File: src/sd_cmd_settings.svh
// SD command engine settings
// SD clock divider, wait counter width and spec timing gaps
`ifndef SD_CMD_SETTINGS_SVH
`define SD_CMD_SETTINGS_SVH

// Host clock cycles per half SD clock period (2 or more)
`define SD_CLK_DIV 2

// Width of the response wait and cooldown counter
`define SD_CNT_W 7

// Spec gaps in SD clock ticks
`define SD_N_CR_MIN 2
`define SD_N_CR_MAX 64
// CMD2 uses the short identification window
`define SD_N_ID 5
`define SD_N_RC 8
`define SD_N_CC 8

`endif

File: src/sd_cmd_pkg.sv
// SD command engine types
// Index, argument and response typedefs, response type and FSM enums,
// request and result structs
package sd_cmd_pkg;

  typedef logic [5:0]   cmd_index_t;
  typedef logic [31:0]  cmd_arg_t;
  typedef logic [119:0] rsp_data_t;

  typedef enum logic [1:0] {
    RSP_NONE,
    RSP_48,
    RSP_48_BUSY,
    RSP_136
  } rsp_type_e;

  typedef enum logic [2:0] {
    ST_IDLE,
    ST_START,
    ST_SEND,
    ST_WAIT,
    ST_READ,
    ST_BUSY,
    ST_COOLDOWN,
    ST_TIMEOUT
  } cmd_state_e;

  // 40 bits in all
  typedef struct packed {
    cmd_index_t index;
    cmd_arg_t   arg;
    rsp_type_e  rsp_type;
  } sd_cmd_req_t;

  typedef struct packed {
    rsp_data_t rsp;
    logic      index_err;
    logic      end_bit_err;
    logic      crc_err;
  } sd_cmd_result_t;

endpackage

File: src/sd_clk_div.sv
// SD clock generator
// Makes sd_clk and one-cycle rising and falling enables
`timescale 1ns/1ps
`include "sd_cmd_settings.svh"

module sd_clk_div (
  input  logic clk_i,
  input  logic rst_i,
  output logic sd_clk_o,
  output logic clk_en_p_o,
  output logic clk_en_n_o
);

  localparam int CNT_W = $clog2(`SD_CLK_DIV);

  logic [CNT_W-1:0] cnt_q;
  logic             sd_clk_q;
  logic             en_p_q;
  logic             en_n_q;
  logic             wrap;

  assign wrap = (cnt_q == CNT_W'(`SD_CLK_DIV - 1));

  always_ff @(posedge clk_i) begin
    if (rst_i) begin
      cnt_q    <= '0;
      sd_clk_q <= 1'b0;
      en_p_q   <= 1'b0;
      en_n_q   <= 1'b0;
    end else begin
      // Enables line up with the cycle the clock changes level
      en_p_q <= wrap && !sd_clk_q;
      en_n_q <= wrap && sd_clk_q;
      if (wrap) begin
        cnt_q    <= '0;
        sd_clk_q <= ~sd_clk_q;
      end else begin
        cnt_q <= cnt_q + 1'b1;
      end
    end
  end

  assign sd_clk_o   = sd_clk_q;
  assign clk_en_p_o = en_p_q;
  assign clk_en_n_o = en_n_q;

endmodule

File: src/sd_cmd_ctrl.sv
// Command state machine
// Request capture, wait and cooldown counter, response timeouts,
// index check and DAT0 busy wait
`timescale 1ns/1ps
`include "sd_cmd_settings.svh"

module sd_cmd_ctrl (
  input  logic                       clk_i,
  input  logic                       rst_i,
  input  logic                       clk_en_p_i,
  input  logic                       clk_en_n_i,
  input  sd_cmd_pkg::sd_cmd_req_t    req_i,
  input  logic                       req_valid_i,
  output logic                       req_ready_o,
  input  logic                       sd_cmd_i,
  output logic                       sd_cmd_o,
  output logic                       sd_cmd_oe_o,
  input  logic                       sd_dat0_i,
  output logic                       result_valid_o,
  output sd_cmd_pkg::sd_cmd_result_t result_o,
  output logic                       timeout_o,
  output logic                       cmd_done_o,
  output logic                       dat_busy_o
);

  localparam logic [`SD_CNT_W-1:0] N_CR_MIN = `SD_N_CR_MIN;
  localparam logic [`SD_CNT_W-1:0] N_CR_MAX = `SD_N_CR_MAX;
  localparam logic [`SD_CNT_W-1:0] N_ID     = `SD_N_ID;
  localparam logic [`SD_CNT_W-1:0] N_RC     = `SD_N_RC;
  localparam logic [`SD_CNT_W-1:0] N_CC     = `SD_N_CC;

  sd_cmd_pkg::cmd_state_e  state_q, state_d;
  sd_cmd_pkg::sd_cmd_req_t req_q;
  sd_cmd_pkg::rsp_data_t   rsp_data;
  logic [`SD_CNT_W-1:0]    cnt_q;
  logic req_fire;
  logic tx_done;
  logic receiving;
  logic rsp_valid;
  logic crc_ok;
  logic end_bit_err;
  logic cnt_clear;
  logic is_48;
  logic no_rsp;

  assign req_fire = (state_q == sd_cmd_pkg::ST_IDLE) && req_valid_i;
  assign is_48    = (req_q.rsp_type == sd_cmd_pkg::RSP_48) ||
                    (req_q.rsp_type == sd_cmd_pkg::RSP_48_BUSY);
  assign no_rsp   = (req_q.rsp_type == sd_cmd_pkg::RSP_NONE);

  always_ff @(posedge clk_i) begin
    if (req_fire) begin
      req_q <= req_i;
    end
  end

  always_comb begin
    state_d = state_q;
    case (state_q)
      sd_cmd_pkg::ST_IDLE:  if (req_fire) state_d = sd_cmd_pkg::ST_START;
      // Line the frame up with an SD clock edge
      sd_cmd_pkg::ST_START: if (clk_en_p_i) state_d = sd_cmd_pkg::ST_SEND;
      sd_cmd_pkg::ST_SEND: begin
        if (tx_done) begin
          state_d = no_rsp ? sd_cmd_pkg::ST_COOLDOWN : sd_cmd_pkg::ST_WAIT;
        end
      end
      sd_cmd_pkg::ST_WAIT: begin
        if (receiving) begin
          state_d = sd_cmd_pkg::ST_READ;
        end else if ((req_q.index == 6'd2 && cnt_q == N_ID) || cnt_q == N_CR_MAX) begin
          state_d = sd_cmd_pkg::ST_TIMEOUT;
        end
      end
      sd_cmd_pkg::ST_READ: begin
        if (rsp_valid) begin
          state_d = (req_q.rsp_type == sd_cmd_pkg::RSP_48_BUSY) ?
                    sd_cmd_pkg::ST_BUSY : sd_cmd_pkg::ST_COOLDOWN;
        end
      end
      sd_cmd_pkg::ST_BUSY: begin
        if (clk_en_p_i && sd_dat0_i) state_d = sd_cmd_pkg::ST_COOLDOWN;
      end
      sd_cmd_pkg::ST_COOLDOWN: begin
        if (cnt_q == (no_rsp ? N_CC : N_RC)) state_d = sd_cmd_pkg::ST_IDLE;
      end
      default: state_d = sd_cmd_pkg::ST_IDLE;
    endcase
  end

  // Counter restarts on entry to the wait and cooldown states
  assign cnt_clear = (state_d != state_q) && (state_d == sd_cmd_pkg::ST_WAIT ||
                                              state_d == sd_cmd_pkg::ST_COOLDOWN);

  always_ff @(posedge clk_i) begin
    if (rst_i) begin
      state_q <= sd_cmd_pkg::ST_IDLE;
      cnt_q   <= '0;
    end else begin
      state_q <= state_d;
      if (cnt_clear) begin
        cnt_q <= '0;
      end else if (clk_en_p_i) begin
        cnt_q <= cnt_q + 1'b1;
      end
    end
  end

  sd_cmd_tx u_tx (
    .clk_i      (clk_i),
    .rst_i      (rst_i),
    .clk_en_n_i (clk_en_n_i),
    .tx_start_i (state_q == sd_cmd_pkg::ST_START && clk_en_p_i),
    .index_i    (req_q.index),
    .arg_i      (req_q.arg),
    .cmd_o      (sd_cmd_o),
    .cmd_oe_o   (sd_cmd_oe_o),
    .tx_done_o  (tx_done)
  );

  sd_rsp_rx u_rx (
    .clk_i         (clk_i),
    .rst_i         (rst_i),
    .clk_en_p_i    (clk_en_p_i),
    .listen_i      (state_q == sd_cmd_pkg::ST_WAIT && cnt_q == N_CR_MIN && clk_en_p_i),
    .abort_i       (state_q == sd_cmd_pkg::ST_TIMEOUT),
    .long_i        (req_q.rsp_type == sd_cmd_pkg::RSP_136),
    .cmd_i         (sd_cmd_i),
    .receiving_o   (receiving),
    .rsp_valid_o   (rsp_valid),
    .rsp_o         (rsp_data),
    .crc_ok_o      (crc_ok),
    .end_bit_err_o (end_bit_err)
  );

  assign req_ready_o    = (state_q == sd_cmd_pkg::ST_IDLE);
  assign cmd_done_o     = (state_q == sd_cmd_pkg::ST_SEND) && tx_done;
  assign timeout_o      = (state_q == sd_cmd_pkg::ST_TIMEOUT);
  assign result_valid_o = (state_q == sd_cmd_pkg::ST_READ) && rsp_valid;
  // DAT0 stays claimed for the whole busy-signalling command
  assign dat_busy_o     = (state_q != sd_cmd_pkg::ST_IDLE) &&
                          (req_q.rsp_type == sd_cmd_pkg::RSP_48_BUSY);

  assign result_o.rsp         = rsp_data;
  assign result_o.index_err   = is_48 && (rsp_data[37:32] != req_q.index);
  assign result_o.end_bit_err = end_bit_err;
  assign result_o.crc_err     = ~crc_ok;

endmodule

File: src/sd_cmd_top.sv
// SD command engine top level
// SD clock divider and command controller
`timescale 1ns/1ps

module sd_cmd_top (
  input  logic                       clk_i,
  input  logic                       rst_i,
  input  sd_cmd_pkg::sd_cmd_req_t    req_i,
  input  logic                       req_valid_i,
  output logic                       req_ready_o,
  output logic                       sd_clk_o,
  input  logic                       sd_cmd_i,
  output logic                       sd_cmd_o,
  output logic                       sd_cmd_oe_o,
  input  logic                       sd_dat0_i,
  output logic                       result_valid_o,
  output sd_cmd_pkg::sd_cmd_result_t result_o,
  output logic                       timeout_o,
  output logic                       cmd_done_o,
  output logic                       dat_busy_o
);

  logic clk_en_p;
  logic clk_en_n;

  sd_clk_div u_div (
    .clk_i      (clk_i),
    .rst_i      (rst_i),
    .sd_clk_o   (sd_clk_o),
    .clk_en_p_o (clk_en_p),
    .clk_en_n_o (clk_en_n)
  );

  sd_cmd_ctrl u_ctrl (
    .clk_i          (clk_i),
    .rst_i          (rst_i),
    .clk_en_p_i     (clk_en_p),
    .clk_en_n_i     (clk_en_n),
    .req_i          (req_i),
    .req_valid_i    (req_valid_i),
    .req_ready_o    (req_ready_o),
    .sd_cmd_i       (sd_cmd_i),
    .sd_cmd_o       (sd_cmd_o),
    .sd_cmd_oe_o    (sd_cmd_oe_o),
    .sd_dat0_i      (sd_dat0_i),
    .result_valid_o (result_valid_o),
    .result_o       (result_o),
    .timeout_o      (timeout_o),
    .cmd_done_o     (cmd_done_o),
    .dat_busy_o     (dat_busy_o)
  );

endmodule

File: src/sd_cmd_tx.sv
// Command frame serialiser
// Start and transmit bits, index, argument, CRC7 and end bit
`timescale 1ns/1ps

module sd_cmd_tx (
  input  logic                   clk_i,
  input  logic                   rst_i,
  input  logic                   clk_en_n_i,
  input  logic                   tx_start_i,
  input  sd_cmd_pkg::cmd_index_t index_i,
  input  sd_cmd_pkg::cmd_arg_t   arg_i,
  output logic                   cmd_o,
  output logic                   cmd_oe_o,
  output logic                   tx_done_o
);

  logic [39:0] shift_q;
  logic [5:0]  cnt_q;
  logic [5:0]  crc_pos;
  logic [6:0]  crc;
  logic        sending_q;
  logic        cmd_q;
  logic        oe_q;
  logic        step;

  assign step    = sending_q && clk_en_n_i;
  // CRC goes out MSB first over bit slots 40..46
  assign crc_pos = 6'd46 - cnt_q;

  always_ff @(posedge clk_i) begin
    if (tx_start_i) begin
      shift_q <= {2'b01, index_i, arg_i};
    end else if (step && cnt_q < 6'd40) begin
      shift_q <= {shift_q[38:0], 1'b0};
    end
  end

  always_ff @(posedge clk_i) begin
    if (rst_i) begin
      sending_q <= 1'b0;
      cnt_q     <= '0;
      cmd_q     <= 1'b1;
      oe_q      <= 1'b0;
    end else if (tx_start_i) begin
      sending_q <= 1'b1;
      cnt_q     <= '0;
    end else if (step) begin
      if (cnt_q == 6'd48) begin
        sending_q <= 1'b0;
        oe_q      <= 1'b0;
        cmd_q     <= 1'b1;
      end else begin
        oe_q  <= 1'b1;
        cnt_q <= cnt_q + 6'd1;
        if (cnt_q < 6'd40) begin
          cmd_q <= shift_q[39];
        end else if (cnt_q < 6'd47) begin
          cmd_q <= crc[crc_pos[2:0]];
        end else begin
          // End bit
          cmd_q <= 1'b1;
        end
      end
    end
  end

  sd_crc7 u_crc (
    .clk_i   (clk_i),
    .rst_i   (rst_i),
    .clear_i (tx_start_i),
    .en_i    (step && cnt_q < 6'd40),
    .bit_i   (shift_q[39]),
    .crc_o   (crc)
  );

  assign cmd_o     = cmd_q;
  assign cmd_oe_o  = oe_q;
  assign tx_done_o = step && cnt_q == 6'd48;

endmodule

File: src/sd_crc7.sv
// Bit-serial CRC7 on x^7 + x^3 + 1 taking bits MSB first
`timescale 1ns/1ps

module sd_crc7 (
  input  logic       clk_i,
  input  logic       rst_i,
  input  logic       clear_i,
  input  logic       en_i,
  input  logic       bit_i,
  output logic [6:0] crc_o
);

  logic [6:0] crc_q;
  logic       fb;

  assign fb = bit_i ^ crc_q[6];

  always_ff @(posedge clk_i) begin
    if (rst_i || clear_i) begin
      crc_q <= '0;
    end else if (en_i) begin
      crc_q <= {crc_q[5:3], crc_q[2] ^ fb, crc_q[1:0], fb};
    end
  end

  assign crc_o = crc_q;

endmodule

File: src/sd_rsp_rx.sv
// Response deserialiser for 48- and 136-bit frames
// Start detection, content shift, CRC7 and end-bit checks
`timescale 1ns/1ps

module sd_rsp_rx (
  input  logic                  clk_i,
  input  logic                  rst_i,
  input  logic                  clk_en_p_i,
  input  logic                  listen_i,
  input  logic                  abort_i,
  input  logic                  long_i,
  input  logic                  cmd_i,
  output logic                  receiving_o,
  output logic                  rsp_valid_o,
  output sd_cmd_pkg::rsp_data_t rsp_o,
  output logic                  crc_ok_o,
  output logic                  end_bit_err_o
);

  sd_cmd_pkg::rsp_data_t rsp_q;
  logic [7:0] cnt_q;
  logic [7:0] hdr_len;
  logic [7:0] last_bit;
  logic [6:0] crc_rx_q;
  logic [6:0] crc_calc;
  logic       armed_q;
  logic       receiving_q;
  logic       valid_q;
  logic       crc_ok_q;
  logic       end_err_q;
  logic       sample;
  logic       start_det;
  logic       take_content;
  logic       take_crc;
  logic       take_end;

  // cnt_q counts the bits already taken including the start bit
  assign hdr_len      = long_i ? 8'd8 : 8'd1;
  assign last_bit     = long_i ? 8'd135 : 8'd47;
  assign sample       = receiving_q && clk_en_p_i;
  assign start_det    = armed_q && clk_en_p_i && !cmd_i;
  assign take_content = sample && cnt_q >= hdr_len && cnt_q < last_bit - 8'd7;
  assign take_crc     = sample && cnt_q >= last_bit - 8'd7 && cnt_q < last_bit;
  assign take_end     = sample && cnt_q == last_bit;

  always_ff @(posedge clk_i) begin
    if (rst_i || abort_i) begin
      armed_q     <= 1'b0;
      receiving_q <= 1'b0;
      valid_q     <= 1'b0;
      cnt_q       <= '0;
    end else begin
      valid_q <= take_end;
      if (listen_i) begin
        armed_q <= 1'b1;
      end
      if (start_det) begin
        armed_q     <= 1'b0;
        receiving_q <= 1'b1;
        cnt_q       <= 8'd1;
      end else if (sample) begin
        cnt_q <= cnt_q + 8'd1;
        if (take_end) begin
          receiving_q <= 1'b0;
        end
      end
    end
  end

  always_ff @(posedge clk_i) begin
    if (start_det) begin
      rsp_q <= '0;
    end else if (take_content) begin
      rsp_q <= {rsp_q[118:0], cmd_i};
    end
    if (take_crc) begin
      crc_rx_q <= {crc_rx_q[5:0], cmd_i};
    end
    if (take_end) begin
      end_err_q <= ~cmd_i;
      crc_ok_q  <= (crc_rx_q == crc_calc);
    end
  end

  // A zero start bit leaves a cleared CRC at zero, so it needs no feeding
  sd_crc7 u_crc (
    .clk_i   (clk_i),
    .rst_i   (rst_i),
    .clear_i (start_det),
    .en_i    (take_content),
    .bit_i   (cmd_i),
    .crc_o   (crc_calc)
  );

  assign receiving_o   = receiving_q;
  assign rsp_valid_o   = valid_q;
  assign rsp_o         = rsp_q;
  assign crc_ok_o      = crc_ok_q;
  assign end_bit_err_o = end_err_q;

endmodule

File: config.mk
export PLATFORM = sky130hd
export DESIGN_NAME = sd_cmd_top
export DESIGN_NICKNAME = d
export VERILOG_FILES = /design/src/sd_cmd_pkg.sv /design/src/sd_clk_div.sv /design/src/sd_cmd_ctrl.sv /design/src/sd_cmd_top.sv /design/src/sd_cmd_tx.sv /design/src/sd_crc7.sv /design/src/sd_rsp_rx.sv
export VERILOG_INCLUDE_DIRS = /design/src /design/src/src
export SDC_FILE = /design/constraint.sdc
export NUM_CORES = 1
export LEC_CHECK = 0
export ABC_AREA = 1
export BUFFER_PORTS_ARGS = -buffer_cell sky130_fd_sc_hd__buf_2
export CORE_ASPECT_RATIO = 1.2
export CORE_MARGIN = 5
export CORE_UTILIZATION = 43
export CTS_CLUSTER_DIAMETER = 80
export DETAILED_ROUTE_END_ITERATION = 8
export PLACE_DENSITY = 0.69
export SYNTH_ARGS = -nofsm -noshare
export SYNTH_HDL_FRONTEND = slang
export SYNTH_SLANG_ARGS = --single-unit
File: constraint.sdc
create_clock -name clk_i -period 3.3 [get_ports clk_i]
set_clock_uncertainty 0.2 [all_clocks]
set_input_delay 0.66 -clock clk_i [delete_from_list [all_inputs] [get_ports clk_i]]
set_output_delay 0.66 -clock clk_i [all_outputs]
set_load 0.03 [all_outputs]
Word-level counts from Yosys, hierarchy flattened --
Cells that the tools add are included.
Storage, ports and cells: output and inout port bits 131, register bits 257
Operators by class: eq/ne operators 22, reductions and logical operators 48, order comparisons 7, bitwise logic cells 9, multiplexer cells 29, $add $sub $neg 6
Operator list (count):
- 38-bit two-way mux | 2
- 3-bit two-way mux | 9
- 1-bit logical AND | 24
- 3-bit one-hot mux with 7 select lines | 1
- 8-bit < comparator | 2
- 3-bit == test, second input constant | 5
- 1-bit two-way mux | 13
- 6-bit < comparator, second input constant | 2
- 2-bit nonzero test | 5
- 3-bit by 2-bit == test with 1-bit output, second input constant | 3
- 8-bit by 1-bit adder with 8-bit output, second input constant | 1
- 8-bit == test | 1
- 8-bit by 4-bit greater-or-equal comparator with 1-bit output | 1
- 8-bit greater-or-equal comparator | 1
- 8-bit two-way mux | 1
- 2-bit AND reduction | 4
- 2-bit OR reduction | 4
- 8-bit by 3-bit subtractor with 8-bit output, second input constant | 1
- 7-bit by 1-bit adder with 7-bit output, second input constant | 1
- 7-bit by 2-bit == test with 1-bit output, second input constant | 1
- 7-bit by 3-bit == test with 1-bit output, second input constant | 1
- 7-bit by 4-bit == test with 1-bit output, second input constant | 1
- 7-bit == test | 1
- 7-bit == test, second input constant | 1
- other kinds (21) | 35

Logic depth before layout (Yosys ltp) --
Gate-level depths: netlist of run 1.
word-level depth 10, gate-level depth with buffers 14, mapped depth without buffers 13

Modules after synthesis --
Synthesis of run 1 repeated with hierarchy kept, for this count alone.
Second synthesis, totals: cells, all modules 1426, area, all modules 10998.0 µm²
Modules (own cells, without submodules):
- sd_rsp_rx | cells each 890, times used 1, area an instance 5929.4 µm², sequential area each 2892.8 µm²
- sd_cmd_tx | cells each 261, times used 1, area an instance 2264.7 µm², sequential area each 1361.3 µm²
- sd_cmd_ctrl | cells each 180, times used 1, area an instance 2080.7 µm², sequential area each 1401.3 µm²
- sd_crc7 | cells each 41, times used 2, area an instance 302.8 µm², sequential area each 140.1 µm²
- sd_clk_div | cells each 13, times used 1, area an instance 117.6 µm², sequential area each 80.1 µm²

Worst setup path before layout of run 1 --
OpenSTA, ideal clock, no wires.
path kind register to register, from register u_ctrl.req_q[1] (netlist name), to register u_ctrl.u_rx.crc_rx_q[0] (enable), path slack 0.802 ns, required time 2.720 ns, stages on the path, launching flop included 10, data arrival time 1.918 ns, cells stage by stage edfxtp_1 > ha_1 > inv_1 > ha_1 > nand2_1 > nor2_2 > inv_2 > o21ai_2 > a31oi_1 > nor3_1
Between the ends: word-level cells in the longest chain between the ends 6, elaborated cells on any way between the ends 7, those cells by class 1 x add/sub; 2 x order compare; 1 x eq/ne; 1 x mux; 2 x reduce/logical
RTL lines:
- from (decl) | line sd_cmd_ctrl.sv:33 | sd_cmd_pkg::sd_cmd_req_t req_q;
- from (signal assigned) | line sd_cmd_ctrl.sv:53 | req_q <= req_i;
- 2-bit == test (*) | line sd_cmd_ctrl.sv:127 | .long_i (req_q.rsp_type == sd_cmd_pkg::RSP_136),
- 8-bit two-way mux (*) | line sd_rsp_rx.sv:39 | assign last_bit = long_i ? 8'd135 : 8'd47;
- 8-bit by 3-bit subtractor with 8-bit output | line sd_rsp_rx.sv:43 | assign take_crc = sample && cnt_q >= last_bit - 8'd7 && cnt_q < last_bit;
- 8-bit greater-or-equal comparator | line sd_rsp_rx.sv:43
- 1-bit logical AND | line sd_rsp_rx.sv:43
- 1-bit logical AND (*) | line sd_rsp_rx.sv:43
- net u_ctrl.u_rx.take_crc | line sd_rsp_rx.sv:34 | logic take_crc;
- to (signal assigned) | line sd_rsp_rx.sv:77 | crc_rx_q <= {crc_rx_q[5:0], cmd_i};
- to (decl) | line sd_rsp_rx.sv:24 | logic [6:0] crc_rx_q;
Mark *: on every way through the listed nets, which the timed path passes. The rest lies on a longest branch. A chain may end at the register's enable or synchronous reset.

Final worst setup path of run 1 --
from register u_ctrl.u_tx.cnt_q[0], to output port cmd_done_o
Between the ends: word-level cells in the longest chain between the ends 3
RTL lines:
- from (decl) | line sd_cmd_tx.sv:18 | logic [5:0] cnt_q;
- from (signal assigned) | line sd_cmd_tx.sv:54 | cnt_q <= cnt_q + 6'd1;
- 6-bit == test | line sd_cmd_tx.sv:78 | assign tx_done_o = step && cnt_q == 6'd48;
- 1-bit logical AND | line sd_cmd_tx.sv:78
- 1-bit logical AND | line sd_cmd_ctrl.sv:137 | assign cmd_done_o = (state_q == sd_cmd_pkg::ST_SEND) && tx_done;
- to (decl) | line sd_cmd_top.sv:19 | output logic cmd_done_o,
Every way passes these cells.

==> results of run 1 <==
## per-layer routing
layer  global-route usage  vias up
met1                0.201     3589
met5                    0        -
met4               0.0568        0
li1                     -     4021
met2                0.279      188
met3               0.0412       34
## worst max-delay path: cells and delay by family (launching register included)
| kind | cells | cell delay, ns |
|---|---|---|
| adder cells (fa/ha/maj) | 1 | 0.17 |
| buffers and inverters | 3 | 0.44 |
| flip-flops | 1 | 0.36 |
| AND/OR/NAND/NOR | 3 | 0.47 |
## power by group through the flow
stage                     clock network (mW)  registers (mW)  logic [mW]
after floorplan                            0            3.43       0.127
after global placement                     0            3.43       0.195
after detailed placement                   0            3.44       0.199
after CTS                               3.16            3.37       0.200
after global routing                    3.29            3.37       0.223
final                                   3.08            3.37       0.195
## state kept, by name, summed over array words and instances, names as in the netlist
name and cells:
u_ctrl.cnt_q 7, u_ctrl.u_rx.armed_q 1, u_ctrl.u_tx.sending_q 1, u_ctrl.u_rx.cnt_q 8
u_ctrl.u_rx.receiving_o 1, u_ctrl.u_rx.rsp_o 120, u_div.sd_clk_o 1, u_ctrl.u_tx.cmd_o 1
u_ctrl.u_tx.cmd_oe_o 1, u_ctrl.req_q 40, u_ctrl.u_tx.shift_q 40, u_ctrl.u_rx.rsp_valid_o 1
u_ctrl.u_rx.crc_rx_q 7, u_ctrl.u_rx.end_bit_err_o 1, u_div.clk_en_n_o 1, u_ctrl.u_tx.u_crc.crc_o 7
u_ctrl.u_tx.cnt_q 6, u_div.cnt_q 1, u_ctrl.u_rx.u_crc.crc_o 7, u_ctrl.state_q 3
u_ctrl.u_rx.crc_ok_o 1, u_div.clk_en_p_o 1
## worst paths after layout
path / start / endpoint / cells past startpoint
setup / recovery: u_ctrl.u_tx.cnt_q[0] / cmd_done_o / 7
hold / removal: req_i[13] / u_ctrl.req_q[13] / 1
setup reg to reg: u_ctrl.req_q[1] / u_ctrl.u_rx.rsp_o[13] / 13
hold reg to reg: u_ctrl.u_tx.shift_q[37] / u_ctrl.u_tx.shift_q[38] / 2
## through the flow
| step | instance area (um2) | hold WS (ns) | total power [mW] | instances | setup WS (ns) |
|---|---|---|---|---|---|
| 6_report | 12100 | 0.0916 | 6.65 | 1637 | 0.452 |
| 4_1_cts | 12100 | 0.0669 | 6.73 | 1635 | 0.423 |
| 5_1_grt | 12100 | 0.0643 | 6.89 | 1637 | 0.255 |
| 2_1_floorplan | 10000 | 0.222 | 3.55 | 1138 | 0.802 |
| 3_3_place_gp | 11100 | 0.229 | 3.63 | 1585 | 0.579 |
| 3_5_place_dp | 11100 | 0.242 | 3.64 | 1585 | 0.516 |
## Yosys cell counts
cell and n:
nor2_1 283, nand2_1 177, dfxtp_1 170, o21ai_0 150, edfxtp_1 87, inv_1 71
a21oi_1 38, buf_2 24, nand3_1 21, clkbuf_1 19, ha_1 18, nor3_1 12
xnor2_1 9, buf_4 8, xor2_1 8, o22ai_1 7, nand4_1 6, inv_2 4
o21ai_1 4, nand2_2 3, nor4_1 3, a211oi_1 2, nor2_2 2, nor3_2 2
a21oi_2 1, a31oi_1 1, buf_1 1, buf_6 1, clkbuf_2 1, nand3b_1 1
nor3b_1 1, o21ai_2 1, o21bai_1 1, o31ai_1 1
## cell families (layout without fill, tap and decap cells)
kind of cell,count (synthesis),in the layout,synth area share
and+or+nand+nor,511,511,0.201
DFF,257,257,0.601
AOI/OAI and AO/OA,206,206,0.106
buffers and inverters,129,311,0.0552
adders and majority gates,18,18,0.0225
xor gates and xnor gates,17,17,0.0149
other,0,2,0
## final cells by class
class / count / area [um2]
tap: 315 / 394
inverter: 75 / 283
timing repair buffer: 186 / 996
clock buffer: 36 / 785
fill: 2167 / 11000
clock inverter: 14 / 145
antenna: 2 / 5.00
multi-input combinational: 752 / 3450
sequential: 257 / 6020
==> results.toml, run 1 <==
[sta]
drv_slew = 0
setup_violations = 0
fin_crit_ns = 2.85
finalHoldViolCount = 0
setup_tns_ns = 0
tightest_slew_ns = 0.706
rsz0062_at_grt = "no"
maxSlewHeadroom = 0.529
fmax_mhz = 351
post-route-period-util = 0.863

[worst_setup_path]
cp_max_fo = 7
startpoint_type = "flop"
r2r_slack_ns = 0.51
crit_path_end_kind = "output pin"
cpMaxStageDelayCell = "dfxtp_1"
slowest_delay_ns = 0.36
arrival_ns = 1.99
worstPathRequired_ns = 2.44
path_cells = "inv_1 -> ha_1 -> inv_1 -> nor2_1 -> nand3_1 -> nor2_1 -> buf_2"
crit_type = "flop to output pin"

[pwr]
combinationalPowerShare = 0.029
peakVddDrop_mv = 0.439
powerDensity_nw_per_um2 = 550
switching_share = 0.211
pwr-share-seq = 0.507
internal-power_mw = 5.24
p_switching_mw = 1.40
leakagePower_nw = 5.43
power_frac_clock = 0.464

[cells_and_area]
post-route-util = 0.524
final_common_cell = "nor2_1"
final_cell_mix = "283 x nor2_1, 177 x nand2_1, 175 x buf_2, 170 x dfxtp_1, 150 x o21ai_0"
fin_nets = 1362
syn_to_final_growth_pct = 20.6
drive_gt1_frac = 0.188

[routing]
dr_wl_met3_mm = 1.58
m1WireLength_mm = 9.39
drcViolationCount = 0
drt-vias-per-instance = 4.78
first_iter_violations = 428
wirelength_mm = 22.5
routed.top_layer = "met4"
first_pass_iters = 7
vias = 7832
ant_nets = 0
wl_met2_mm = 11.0
wl_per_cell_um = 13.8

[synthesis]
yosysUniqueCellTypes = 34
synthTopCellsByArea = "dfxtp_1 34%, edfxtp_1 26%, nor2_1 11%, o21ai_0 7.5%, nand2_1 6.6%"
syn_avg_cell_area_um2 = 8.80
syn_nets = 1201
netlist.top_cell.by_area = "dfxtp_1"
synthCells = 1138
syn-cell-area_um2 = 10000
seq_area_frac_synth = 0.601
yosys.area.top_type_share = 0.340
ys_ff_latch = 257
yosysWarningCount = 0

[clocking]
holdBufCountCts = 0
cts_root_buf = "clkbuf_16"
clkSinkCount = 257
htreeDepth = 1
clock_latency_ns = 0.54
post_cts_resized = 0
cts_setup_buffers = 0
cts_tree = "done"
cts_inserted_buffers = 27
clock_path_buffers = 3
clkSlewWorstSetupHoldPaths_ns = 0.06

[floorplan]
die_x_um = 149
die-area_um2 = 26500
core.rowCount = 61
die_y_um = 177
initial_utilization = 0.435
coreArea_um2 = 23000
ios = 176

[placement]
portBuffers = 175
gp_congestion = 0.857
hpwl_mm = 15.4

[grt]
grt_use_total = 0.164
antenna_found_initial = 2
grt_pass1_wl_mm = 36.1
grt_pass1_vias = 7424
grt_max_degree = 111
grt-ovfl-total = 0

[worst_hold_path]
hold_class = "input port to flop"

[flow_run]
max_cap_violations = 0

[status]
run_status = "finished clean"
Power figures use the tool's default switching activity.
==> inputs of run 2 (changes only) <==
RECOVER_POWER = 50   (was unset)
==> results.toml, run 2 (synthesized netlist as in run 1, its figures left out) <==
[status]
run_status = "finished clean"

[worst_setup_path]
cpMaxStageDelayCell = "dfxtp_1"
crit_path_end_kind = "output pin"
worstPathRequired_ns = 2.44
reg2reg_from = "u_ctrl.req_q[1]"
arrival_ns = 1.99
cp_max_fo = 7
crit_start = "u_ctrl.u_tx.cnt_q[0]"
path_cells = "inv_1 -> ha_1 -> inv_1 -> nor2_1 -> nand3_1 -> nor2_1 -> buf_2"
crit_type = "flop to output pin"
slowest_delay_ns = 0.36
startpoint_type = "flop"
path_delay_family = "simple AND/OR/NAND/NOR gates"
cp_num_buf_inv = 3

[grt]
grt_most_used_layer = "met2"
use_met1 = 0.201
grt_use_total = 0.164
grt_use_met3 = 0.0412
met2_usage = 0.279
grt_pass1_wl_mm = 36.1
grt-ovfl-total = 0
antenna_found_initial = 2
grt_pass1_vias = 7424
grt_max_degree = 111

[placement]
dpl.cell_count = 1585
portBuffers = 175
hpwl_mm = 15.4
gp_congestion = 0.857
post_dp_cell_area_um2 = 11100
dp_slack_ns = 0.516

[sta]
maxSlewHeadroom = 0.288
setup_ws_ns = 0.447
post-route-period-util = 0.864
fmax_mhz = 351
tightest_slew_ns = 1.07
fin_crit_ns = 2.85
finalHoldViolCount = 0
hold_ws_ns = 0.0911
rsz0062_at_grt = "no"
setup_violations = 0
drv_slew = 0
setup_tns_ns = 0

[cells_and_area]
largest_reg_flops = 120
fin_area_um2 = 11900
final_cell_mix = "284 x nor2_1, 177 x nand2_1, 170 x dfxtp_1, 150 x o21ai_0, 129 x clkbuf_1"
final_common_cell = "nor2_1"
instances_no_fill = 1637
post-route-util = 0.517
fin_nets = 1362
drive_gt1_frac = 0.0909
n_fill_cell = 2233
syn_to_final_growth_pct = 18.9

[floorplan]
die-area_um2 = 26500
coreArea_um2 = 23000
die_x_um = 149
ios = 176
core.rowCount = 61
initial_utilization = 0.435
die_y_um = 177

[clocking]
cts_setup_buffers = 0
post_cts_resized = 0
clkSinkCount = 257
clock_path_buffers = 3
clock_latency_ns = 0.54
cts_root_buf = "clkbuf_16"
holdBufCountCts = 0
cts_inserted_buffers = 27
cts_tree = "done"
htreeDepth = 1
clkSlewWorstSetupHoldPaths_ns = 0.06

[routing]
drcViolationCount = 0
first_pass_iters = 5
wirelength_mm = 22.6
vias = 7792
drt-vias-per-instance = 4.76
wl_per_cell_um = 13.8
ant_nets = 0
first_iter_violations = 461

[pwr]
leakagePower_nw = 4.88
total_power_mw = 6.65
internal-power_mw = 5.24
combinationalPowerShare = 0.029
powerDensity_nw_per_um2 = 558
power_frac_clock = 0.464
pwr-share-seq = 0.507
p_switching_mw = 1.40
peakVddDrop_mv = 0.440
switching_share = 0.211

[worst_hold_path]
hold_class = "input port to flop"
min_from = "req_i[13]"

[flow_run]
max_cap_violations = 0
run 2: cell type report:
type | count | area [um2] | share of cell area
clock buffers | 36 | 785 | 0.0659
inverters | 75 | 283 | 0.0237
clock inverters | 14 | 145 | 0.0122
repair buffers | 186 | 832 | 0.0699
diodes | 2 | 5.00 | 0.000420
well taps | 315 | 394 | 0.0331
flip-flops and latches | 257 | 6020 | 0.505
multi-input cells | 752 | 3450 | 0.290
run 2: path summary, 6_finish.rpt:
kind / endpoint / slack (ns) / cells after the start
setup / recovery: cmd_done_o / 0.45 / 7
hold / removal: u_ctrl.req_q[13] / 0.09 / 1
hold reg to reg: u_ctrl.u_tx.shift_q[38] / 0.25 / 2
setup reg to reg: u_ctrl.u_rx.rsp_o[51] / 0.46 / 13
run 2: routing by layer:
metal	routed length (um)	up-vias	share of wire
met3	1380	37	0.061
met5	0	-	0
li1	-	4026	-
met1	9590	3554	0.43
met2	11000	175	0.49
met4	577	0	0.026
run 2: power by group through the flow:
stage / Combinational [mW] / Clock (mW) / Sequential [mW]
after detailed placement: 0.199 / 0 / 3.44
final: 0.193 / 3.08 / 3.37
after global placement: 0.195 / 0 / 3.43
after floorplan: 0.127 / 0 / 3.43
after global routing: 0.221 / 3.29 / 3.37
after CTS: 0.200 / 3.16 / 3.37
